==> config.mk <==
export PLATFORM = sky130hd
export DESIGN_NAME = gcu_video_timing
export DESIGN_NICKNAME = d
export VERILOG_FILES = /design/src/logic/gcu_pkg.sv /design/src/logic/gcu_video_timing.sv
export SDC_FILE = /design/constraint.sdc
export NUM_CORES = 1
export LEC_CHECK = 0
export BUFFER_PORTS_ARGS = -buffer_cell sky130_fd_sc_hd__buf_2
export CORE_MARGIN = 3
export CORE_UTILIZATION = 47
export DETAILED_ROUTE_END_ITERATION = 8
export GPL_ROUTABILITY_DRIVEN = 0
export PLACE_DENSITY = 0.95
export SYNTH_ARGS = -nofsm -noshare
export SYNTH_HDL_FRONTEND = slang
export SYNTH_SLANG_ARGS = --single-unit
==> constraint.sdc <==
create_clock -name vclk -period 5.35
set_clock_uncertainty 0.1 [all_clocks]
set_input_delay 1.3375 -clock vclk [all_inputs]
set_output_delay 1.3375 -clock vclk [all_outputs]
set_load 0.02 [all_outputs]
==> src/logic/gcu_pkg.sv <==
// widths, address map, scroll register numbers and RAM port operations
package gcu_pkg;

    // CPU and RAM word width
    parameter int DATA_W   = 16;
    parameter int VRAM_AW  = 13;
    parameter int LAYER_AW = 11;
    parameter int SCROLL_W = 13;

    // bit 7 of the register number is an alias bit
    parameter logic [7:0] REG_SEL_MASK = 8'h8F;

    // interrupt drops on this line
    parameter logic [8:0] VINT_LINE = 9'h0E6;

    // layer regions in main RAM address space
    parameter logic [VRAM_AW-1:0] SCROLL0_BASE = 13'h0000;
    parameter logic [VRAM_AW-1:0] SCROLL1_BASE = 13'h0800;
    parameter logic [VRAM_AW-1:0] SCROLL2_BASE = 13'h1000;
    parameter logic [VRAM_AW-1:0] SPRITE_BASE  = 13'h1800;
    parameter logic [VRAM_AW-1:0] SPRITE_END   = 13'h1C00;

    // register numbers with the alias bit removed
    typedef enum logic [7:0] {
        BG_X      = 8'h00,
        BG_Y      = 8'h01,
        FG_X      = 8'h02,
        FG_Y      = 8'h03,
        TXT_X     = 8'h04,
        TXT_Y     = 8'h05,
        SPR_X     = 8'h06,
        SPR_Y     = 8'h07,
        INT_ACK_A = 8'h0E,
        INT_ACK_B = 8'h0F
    } scroll_reg_e;

    typedef enum logic [2:0] {
        IDLE,
        SET_PTR,
        WRITE,
        READ_H,
        READ_L
    } vram_op_e;

endpackage

==> src/logic/gcu_video_timing.sv <==
// sync and blank levels and the vertical interrupt
`timescale 1ns/1ps

module gcu_video_timing (
    input  logic                 RESET96,
    input  logic [8:0]           h,
    input  logic [8:0]           v,
    input  logic [8:0]           hs_start,
    input  logic [8:0]           hs_end,
    input  logic [8:0]           vs_start,
    input  logic [8:0]           vs_end,
    input  gcu_pkg::scroll_reg_e reg_sel,
    output logic                 hsync,
    output logic                 vsync,
    output logic                 fblank,
    output logic                 vint
);

    logic int_ack;

    // hsync bounds exclusive, vsync bounds inclusive
    assign hsync  = !((h > hs_start) && (h < hs_end));
    assign vsync  = !((v >= vs_start) && (v <= vs_end));
    assign fblank = hsync && vsync;

    // selecting an ack register holds the interrupt line low
    assign int_ack = (reg_sel == gcu_pkg::INT_ACK_A) ||
                     (reg_sel == gcu_pkg::INT_ACK_B) ||
                     (reg_sel == (gcu_pkg::INT_ACK_B | 8'h80));

    assign vint = !(RESET96 || (v == gcu_pkg::VINT_LINE) || int_ack);

endmodule

==> results.txt <==
Worst Path Arrival: 2.87 ns
Vias in the first global route: 1,139
Kind of critical path: in2out
Final HPWL DP: 2.571 mm
Leak: 0.0008468 uW
Worst path max stage delay: 0.32 ns
Area Growth Syn to Fin: 39.38%
First-pass GRT wire length: 4.429 mm
Adder-cell share of the synthesized area: 47.04%
Mux cell area share after synthesis: 0%
Tmin final: 4.303 ns
Hold Crit Depth: 3
Register Area: 0 um2
I/O Buffers: 67
Cells after DPL: 223
Synth warn: 0
Initial antenna violation count: 0
WP buf/inv: 2
Sequential element share of the synthesized area: 0%
Most common cell in the netlist: ha_1
Fin nets: 298
Cell Rows: 15
Setup ws final: 1.047 ns
Synth top cells by count: ha_1 (35), inv_1 (34), a21oi_1 (11)
Hold_buf cts: 0
Largest family of logic cells by synthesized area: adder cells
Setup_tns: 0 ns
Vias: 1,141
Complex-gate fraction of the synthesized area: 18.82%
Share of layout cells above drive strength 1: 35.35%
Final setup vio count: 0
Antenna Nets Post-Route: 0
Layout Cells excl Fill: 223
Drt first pass iters: 5
CP Data Required Time: 3.91 ns
Worst VDD drop: 0.00004437 V
Pwr dens: 73.68 mW/mm2
Hold WS: 2.840 ns
Cell taking the most area after synthesis: ha_1
Starting DRT DRC Count: 10
Synthesized instance count: 131
Crit path max-delay family: compound AO/OA/AOI/OAI gates
Slew headroom: 72.70%
Endpoint, Worst Hold: vint
Count of final max-slew check failures: 0
MaxCap Viol Count: 0
Synthesized net count: 229
Die X: 50.51 um
Min-Delay Path Class: in2out
GRT Util Overall: 21.40%
Post-synthesis cell type count: 26
CP max stage cell: ha_1
Fmax: 232.4 MHz
Critical Path Fanout Max: 3
DRC: 0
DR vias/cell: 5.117
Crit start category: primary input
DIE AREA: 0.002551 mm2
Fill cells: 169
Layout Utilization: 72.01%
Number of antenna diodes: 0
Post-CTS sizing: 0
Post-CTS Setup Inserts: 0
Final hold vios: 0
IO Pins: 67
Clock buffer count: 0
Total core area: 0.001802 mm2
Synth top area share: 47.04%
Largest net degree at the start of global routing: 4
DRT Wirelength: 2.695 mm
Post-Synth Simple-Gate Area: 20.03%
Synth top area cells: ha_1 (47%), inv_1 (14%), a21oi_1 (5.9%), a21o_1 (3.2%), nor2_1 (2.8%)
Setup slack after placement: 1.083 ns
Mapped Area: 930.9 um2
RSZ-0062 raised after global routing: no
Slew of the pin with the lowest slew margin: 0.4043 ns
Crit. End Element: output port
Count of flip-flops and latches: 0
Height of the die: 50.51 um
Fin crit share: 80.42%
Post-synthesis xor/xnor area fraction: 0%
Mean Syn Cell Area: 7.106 um2
Status: finished, final reports clean
Hold Startpoint: RESET96
Initial Utilization: 51.67%
WL/cell: 12.09 um
Grt total ovfl: 0
Worst path cell trace: buf_2, ha_1, nand4_2, nor3_1, nor3_1, a32o_1, a32oi_1, buf_2
[area by class of cell]
type | instances | area [um2] | area share, %
Inverter | 35 | 131.4 | 10.13
Timing Repair Buffer | 67 | 335.3 | 25.84
Multi-Input combinational cell | 96 | 799.5 | 61.62
Tap cell | 25 | 31.28 | 2.411
[cell families after synthesis]
logic type / count (synthesis)
compound gates: 28
simple gates: 33
buf+inv: 35
fa+ha+maj: 35
[through the flow]
step / power (uW) / area (um2)
floorplan: 53.30 / 930.9
global placement: 89.51 / 1297
detailed placement: 96.11 / 1297
CTS: 96.41 / 1297
global route: 109.6 / 1297
finish: 95.60 / 1297
[worst max-delay path by stage]
stage	start	cells after the start	slack [ns]	endpoint
final	v[6]	8	1.05	fblank
after floorplan	vs_end[6]	7	1.28	fblank
after global routing	v[6]	8	0.98	fblank
after global placement	v[6]	8	1.11	fblank
after CTS	v[6]	8	1.07	fblank
after detailed placement	v[6]	8	1.08	fblank
[where the power goes]
group / internal, uW / switching [uW] / total [uW] / leakage (uW)
Sequential: 0 / 0 / 0 / 0
Clock: 0 / 0 / 0 / 0
Combinational: 47.6 / 48.0 / 95.6 / 0.000847
[routing by layer]
layer	track usage, %	wire (um)
met1	23.94	1032
met2	42.17	1374
met3	2.077	211
met4	5.381	76
met5	0	0
[placed cells by master (no fill, tap or decap)]
cell | netlist | routed
buf_2 | 0 | 67
ha_1 | 35 | 35
inv_1 | 34 | 34
a21oi_1 | 11 | 11
nor2_1 | 7 | 7
nand3_1 | 5 | 5
nor2b_1 | 4 | 4
o21ai_0 | 4 | 4
nand2_1 | 4 | 4
a21o_1 | 4 | 4
nor3_1 | 3 | 3
nor4b_1 | 2 | 2
o21a_1 | 2 | 2
o21ai_1 | 2 | 2
nand4_1 | 2 | 2
inv_2 | 1 | 1
nor4bb_1 | 1 | 1
a21boi_1 | 1 | 1
o41ai_1 | 1 | 1
a41o_1 | 1 | 1
nand2b_1 | 1 | 1
nand4_2 | 1 | 1
nand2_2 | 1 | 1
nand4b_1 | 1 | 1
and3_1 | 1 | 1
a32o_1 | 1 | 1
a32oi_1 | 1 | 1
[tightest hold or removal path, cell delays in order]
cell and delay (ns):
buf_2 0.08, nor3_1 0.04, buf_2 0.15
(Power assumes the default switching activity.)
