File: config.mk
export PLATFORM = sky130hd
export DESIGN_NAME = gcu_scroll_regs
export DESIGN_NICKNAME = d
export VERILOG_FILES = /design/src/logic/gcu_pkg.sv /design/src/logic/gcu_scroll_regs.sv
export SDC_FILE = /design/constraint.sdc
export NUM_CORES = 1
export LEC_CHECK = 0
export BUFFER_PORTS_ARGS = -buffer_cell sky130_fd_sc_hd__buf_2
export CORE_ASPECT_RATIO = 1.2
export CORE_MARGIN = 2
export CORE_UTILIZATION = 40
export CTS_BUF_LIST = sky130_fd_sc_hd__clkbuf_16
export DETAILED_ROUTE_END_ITERATION = 12
export PLACE_DENSITY = 0.7
export SKIP_CTS_REPAIR_TIMING = 1
export SYNTH_ARGS = -nofsm -noshare
export SYNTH_HDL_FRONTEND = slang
export SYNTH_SLANG_ARGS = --single-unit
export TNS_END_PERCENT = 20
File: constraint.sdc
create_clock -name CLK96 -period 5.9 [get_ports CLK96]
set_clock_uncertainty 0.1 [all_clocks]
set_input_delay 1.18 -clock CLK96 [delete_from_list [all_inputs] [get_ports CLK96]]
set_output_delay 1.18 -clock CLK96 [all_outputs]
set_load 0.005 [all_outputs]
File: src/logic/gcu_pkg.sv
// widths, address map, scroll register numbers and RAM port operations
package gcu_pkg;

    // CPU and RAM word width
    parameter int DATA_W   = 16;
    parameter int VRAM_AW  = 13;
    parameter int LAYER_AW = 11;
    parameter int SCROLL_W = 13;

    // bit 7 of the register number is an alias bit
    parameter logic [7:0] REG_SEL_MASK = 8'h8F;

    // interrupt drops on this line
    parameter logic [8:0] VINT_LINE = 9'h0E6;

    // layer regions in main RAM address space
    parameter logic [VRAM_AW-1:0] SCROLL0_BASE = 13'h0000;
    parameter logic [VRAM_AW-1:0] SCROLL1_BASE = 13'h0800;
    parameter logic [VRAM_AW-1:0] SCROLL2_BASE = 13'h1000;
    parameter logic [VRAM_AW-1:0] SPRITE_BASE  = 13'h1800;
    parameter logic [VRAM_AW-1:0] SPRITE_END   = 13'h1C00;

    // register numbers with the alias bit removed
    typedef enum logic [7:0] {
        BG_X      = 8'h00,
        BG_Y      = 8'h01,
        FG_X      = 8'h02,
        FG_Y      = 8'h03,
        TXT_X     = 8'h04,
        TXT_Y     = 8'h05,
        SPR_X     = 8'h06,
        SPR_Y     = 8'h07,
        INT_ACK_A = 8'h0E,
        INT_ACK_B = 8'h0F
    } scroll_reg_e;

    typedef enum logic [2:0] {
        IDLE,
        SET_PTR,
        WRITE,
        READ_H,
        READ_L
    } vram_op_e;

endpackage

File: src/logic/gcu_scroll_regs.sv
// register select latch and the eight layer scroll registers
`timescale 1ns/1ps

module gcu_scroll_regs (
    input  logic                                CLK96,
    input  logic                                RESET96,
    input  logic [gcu_pkg::DATA_W-1:0]          din,
    input  logic                                op_select_reg,
    input  logic                                op_write_reg,
    output gcu_pkg::scroll_reg_e                reg_sel,
    output logic signed [gcu_pkg::SCROLL_W-1:0] bg_scroll_x,
    output logic signed [gcu_pkg::SCROLL_W-1:0] bg_scroll_y,
    output logic signed [gcu_pkg::SCROLL_W-1:0] fg_scroll_x,
    output logic signed [gcu_pkg::SCROLL_W-1:0] fg_scroll_y,
    output logic signed [gcu_pkg::SCROLL_W-1:0] txt_scroll_x,
    output logic signed [gcu_pkg::SCROLL_W-1:0] txt_scroll_y,
    output logic signed [gcu_pkg::SCROLL_W-1:0] spr_scroll_x,
    output logic signed [gcu_pkg::SCROLL_W-1:0] spr_scroll_y
);

    // indexed by register number, x and y of each layer side by side
    logic [gcu_pkg::DATA_W-1:0] scroll_q [8];

    always_ff @(posedge CLK96 or posedge RESET96) begin
        if (RESET96) begin
            // 0xFF selects nothing
            reg_sel <= gcu_pkg::scroll_reg_e'(8'hFF);
            for (int i = 0; i < 8; i++) begin
                scroll_q[i] <= '0;
            end
        end else if (op_select_reg) begin
            reg_sel <= gcu_pkg::scroll_reg_e'(din[7:0] & gcu_pkg::REG_SEL_MASK);
        end else if (op_write_reg) begin
            // alias bit ignored, unassigned numbers dropped
            case (gcu_pkg::scroll_reg_e'(reg_sel & 8'h7F))
                gcu_pkg::BG_X, gcu_pkg::BG_Y,
                gcu_pkg::FG_X, gcu_pkg::FG_Y,
                gcu_pkg::TXT_X, gcu_pkg::TXT_Y,
                gcu_pkg::SPR_X, gcu_pkg::SPR_Y: begin
                    scroll_q[reg_sel[2:0]] <= din;
                end
                default: begin
                end
            endcase
        end
    end

    // renderers only see the low bits
    assign bg_scroll_x  = scroll_q[0][gcu_pkg::SCROLL_W-1:0];
    assign bg_scroll_y  = scroll_q[1][gcu_pkg::SCROLL_W-1:0];
    assign fg_scroll_x  = scroll_q[2][gcu_pkg::SCROLL_W-1:0];
    assign fg_scroll_y  = scroll_q[3][gcu_pkg::SCROLL_W-1:0];
    assign txt_scroll_x = scroll_q[4][gcu_pkg::SCROLL_W-1:0];
    assign txt_scroll_y = scroll_q[5][gcu_pkg::SCROLL_W-1:0];
    assign spr_scroll_x = scroll_q[6][gcu_pkg::SCROLL_W-1:0];
    assign spr_scroll_y = scroll_q[7][gcu_pkg::SCROLL_W-1:0];

    // CPU never selects and writes in the same cycle
    a_one_reg_op: assert property (
        @(posedge CLK96) disable iff (RESET96)
        !(op_select_reg && op_write_reg)
    );

endmodule

==> results.txt <==
----------------------------------------------------
[Run status]
  Outcome ... finished clean

[Final layout]
  Nets ... 394
  Ratio of cells with drive above 1 in the final layout ... 0.683
  Layout overhead on the synthesized area ... 24.3%
  Number of standard cells in the final layout excluding fillers ... 508
  Area used by sequential logic in the layout ... 2760 um2
  Area occupied by multi-input gates ... 1430 um2
  Antenna diode count ... 0
  Count of filler cells inserted in the layout ... 919

[Floorplan]
  Placeable Area ... 10,500 um2
  Row count ... 41
  Io pins ... 132
  Overall die area ... 11,500 um2
  Die Span X ... 98.4 um
  Effective utilization at floorplan ... 0.409
  Die Y ... 117 um

[Logic synthesis]
  Post-Synth XOR/XNOR Area ... 0
  Unique masters post-synth ... 21
  Count of synthesis-stage warnings from yosys ... 0
  Main combinational cell family by area after synthesis ... multiplexers
  Avg Synthesized Cell Area ... 17.2 um2
  Share of synthesized area spent on multiplexers ... 0.305
  Synth Register Bits ... 110
  Fraction of the mapped netlist area in simple logic gates ... 0.0243
  Part of the Yosys area used for sequential elements ... 0.645
  Post-Syn Area ... 4280 um2
  Adder and majority gate portion of the synthesized area ... 0
  Syn Inst Count ... 248
  Synthesized net count ... 268
  Area fraction in compound gates after synthesis ... 0

[Setup path]
  Master of the slowest instance on the critical path ... or4b_1
  Critical path capture point type ... register
  Highest net fanout along the worst path ... 13
  Crit Path Category ... primary input to register
  Worst path required time ... 6.03 ns
  Critical Path Source Type ... primary input
  Depth of the worst register-to-register path ... 3
  Source of the worst register-to-register timing path ... reg_sel[3]
  Endpoint of the worst-slack reg-to-reg timing path ... fg_scroll_x[4]
  Cell-by-cell trace of the critical path ... buf_2 > or4b_4 > or4b_1 > mux2_4
  Delay of the slowest cell on the worst path ... 0.97 ns
  CP Data Arrival Time ... 3.37 ns
  Setup slack of the most critical reg-to-reg path ... 3.27 ns
  Category of cells accounting for the largest share of critical-path delay ... simple AND/OR/NAND/NOR gates
  Buffers & Inverters on Critical Path ... 1

[STA]
  Timing-limited maximum frequency ... 308 MHz
  Fin. Hold Viols ... 0
  Number of endpoints failing setup at the final stage ... 0
  Crit path setup slack, layout ... 2.65 ns
  Unrepaired setup endpoints after global routing ... false
  Max-slew violations ... 0
  Slew at the pin closest to its max-slew limit ... 1.07 ns
  Final period util ... 0.550
  Final setup TNS ... 0 ns
  Slew HR ... 0.286
  Minimum clock period ... 3.25 ns

[Min path]
  Worst min-delay path startpoint ... bg_scroll_x[11]
  Min-Delay Path Class ... register to register
  Worst hold endpoint ... bg_scroll_x[11]
  Hold depth ... 1

[CTS]
  Worst-Skew Late Latency ... 0.34 ns
  Clock tree from TritonCTS ... built
  Clock transition time at the flip-flop clock pins of the worst setup and hold paths ... 0.07 ns
  CTS H-tree depth ... 3
  Number of buffers added by the clock tree synthesis step ... 9
  Clock root buffer master ... clkbuf_16
  Clk buf depth ... 2
  Number of sinks driven by the clock tree ... 110

[Detailed routing]
  Met3 layer wire length in the routed design ... 553 um
  Detailed-route wire length ... 9650 um
  Metal1 wirelength ... 4310 um
  Routed Antenna Nets ... 0
  1st-pass router iterations ... 4
  Remaining DRCs ... 0
  Ratio of routed vias to standard cells ... 4.90
  WL per Instance ... 19.0 um
  Number of DRC markers after the initial detailed-route iteration ... 62
  Number of vias after detailed routing ... 2,487
  Max Used Layer ... met4
  Routed wl met2 ... 4630 um

[Power and ir drop]
  Total power ... 2.28 mW
  Power density over cell area ... 428 nW/um2
  Peak supply drop ... 217 uV
  Total leakage power ... 2.72 nW

[Global routing]
  Global-route wire length before repair ... 15,000 um
  Gr usage total ... 0.173
  Overflow left after global routing ... 0
  Antenna violations before repair ... 0
  Maximum number of pins on one net before global-route repair ... 58
  Number of global-route vias before repair ... 2,599

[Placed design]
  Placer congestion estimate ... 0.690
  Worst setup slack after placement ... 2.25 ns
  Number of placed cells counting well taps ... 492
  DP Wirelength ... 6500 um
  Port bufs ... 128

[Flow run]
  MaxCap Viol Count ... 0

----------------------------------------------------
[state kept, by name (all words and copies together) (netlist names)]
register	count
reg_sel	6
txt_scroll_y	13
fg_scroll_x	13
txt_scroll_x	13
bg_scroll_x	13
spr_scroll_y	13
spr_scroll_x	13
bg_scroll_y	13
fg_scroll_y	13
[stage by stage]
step           hold WS (ns)  utilization  cell area [um2]
6_report              0.393        0.508             5320
5_1_grt               0.408        0.508             5320
4_1_cts               0.396        0.508             5320
3_5_place_dp          0.380        0.479             5010
3_3_place_gp          0.372        0.479             5010
2_1_floorplan         0.389            -             4280
[worst max path at each step]
stage | from | to | depth (start not counted)
CTS | op_select_reg | fg_scroll_x[4] | 4
global placement | op_select_reg | fg_scroll_x[6] | 4
floorplan | RESET96 | bg_scroll_x[0] | 1
finish | op_select_reg | fg_scroll_x[4] | 4
detailed placement | op_select_reg | fg_scroll_x[4] | 4
global route | op_select_reg | fg_scroll_x[6] | 4
[power breakdown]
group          leakage [nW]  internal, mW  switching (mW)  total (mW)
registers              1.37         0.984           0.118        1.10
logic                  1.19         0.339           0.204       0.544
clock network         0.162         0.367           0.262       0.629
[cells in the final DEF (no fill, tap or decap), types with 2 or more instances in the layout]
master,count
or4b_1,2
buf_2,128
bufinv_16,2
inv_1,2
mux2_2,82
mux2_4,20
clkbuf_16,9
clkinv_2,3
dfstp_2,6
buf_4,2
nor2_2,2
mux2_1,7
dfrtp_1,104
[worst register-to-register path: stages, from the launching register on]
cell     delay [ns]
dfstp_2        0.38
or4b_4         0.61
or4b_1         0.97
mux2_4         0.47
[routing by layer]
metal | track usage | vias to the layer above
li1 | - | 1127
met1 | 0.231 | 1268
met2 | 0.273 | 81
met3 | 0.0422 | 11
met4 | 0.0712 | 0
met5 | 0 | -
[synthesized netlist by cell type, drive strengths merged]
cell,count,area (um2)
nand3b,1,7.51
buf,14,103
nand3,1,5.00
nor4b,1,15.0
nor2,2,7.51
nand2,1,3.75
inv,1,3.75
nor2b,1,6.26
mux2,109,1300
and4bb,1,12.5
or4,1,7.51
nor3,1,5.00
or4b,3,33.8
dfstp,6,158
clkbuf,1,3.75
dfrtp,104,2600
[layout make-up]
cell class	instances	area share
multi-input combinational	122	0.268
clock inverter	7	0.0155
timing repair buffer	130	0.123
tap	129	0.0304
sequential	110	0.519
clock buffer	9	0.0424
inverter	1	0.00118
[cells by family after synthesis]
| group | after synthesis |
|---|---|
| buf+inv | 16 |
| flops | 110 |
| mux | 109 |
| simple gates | 13 |
Note: power is estimated with default switching activity, not from simulation.
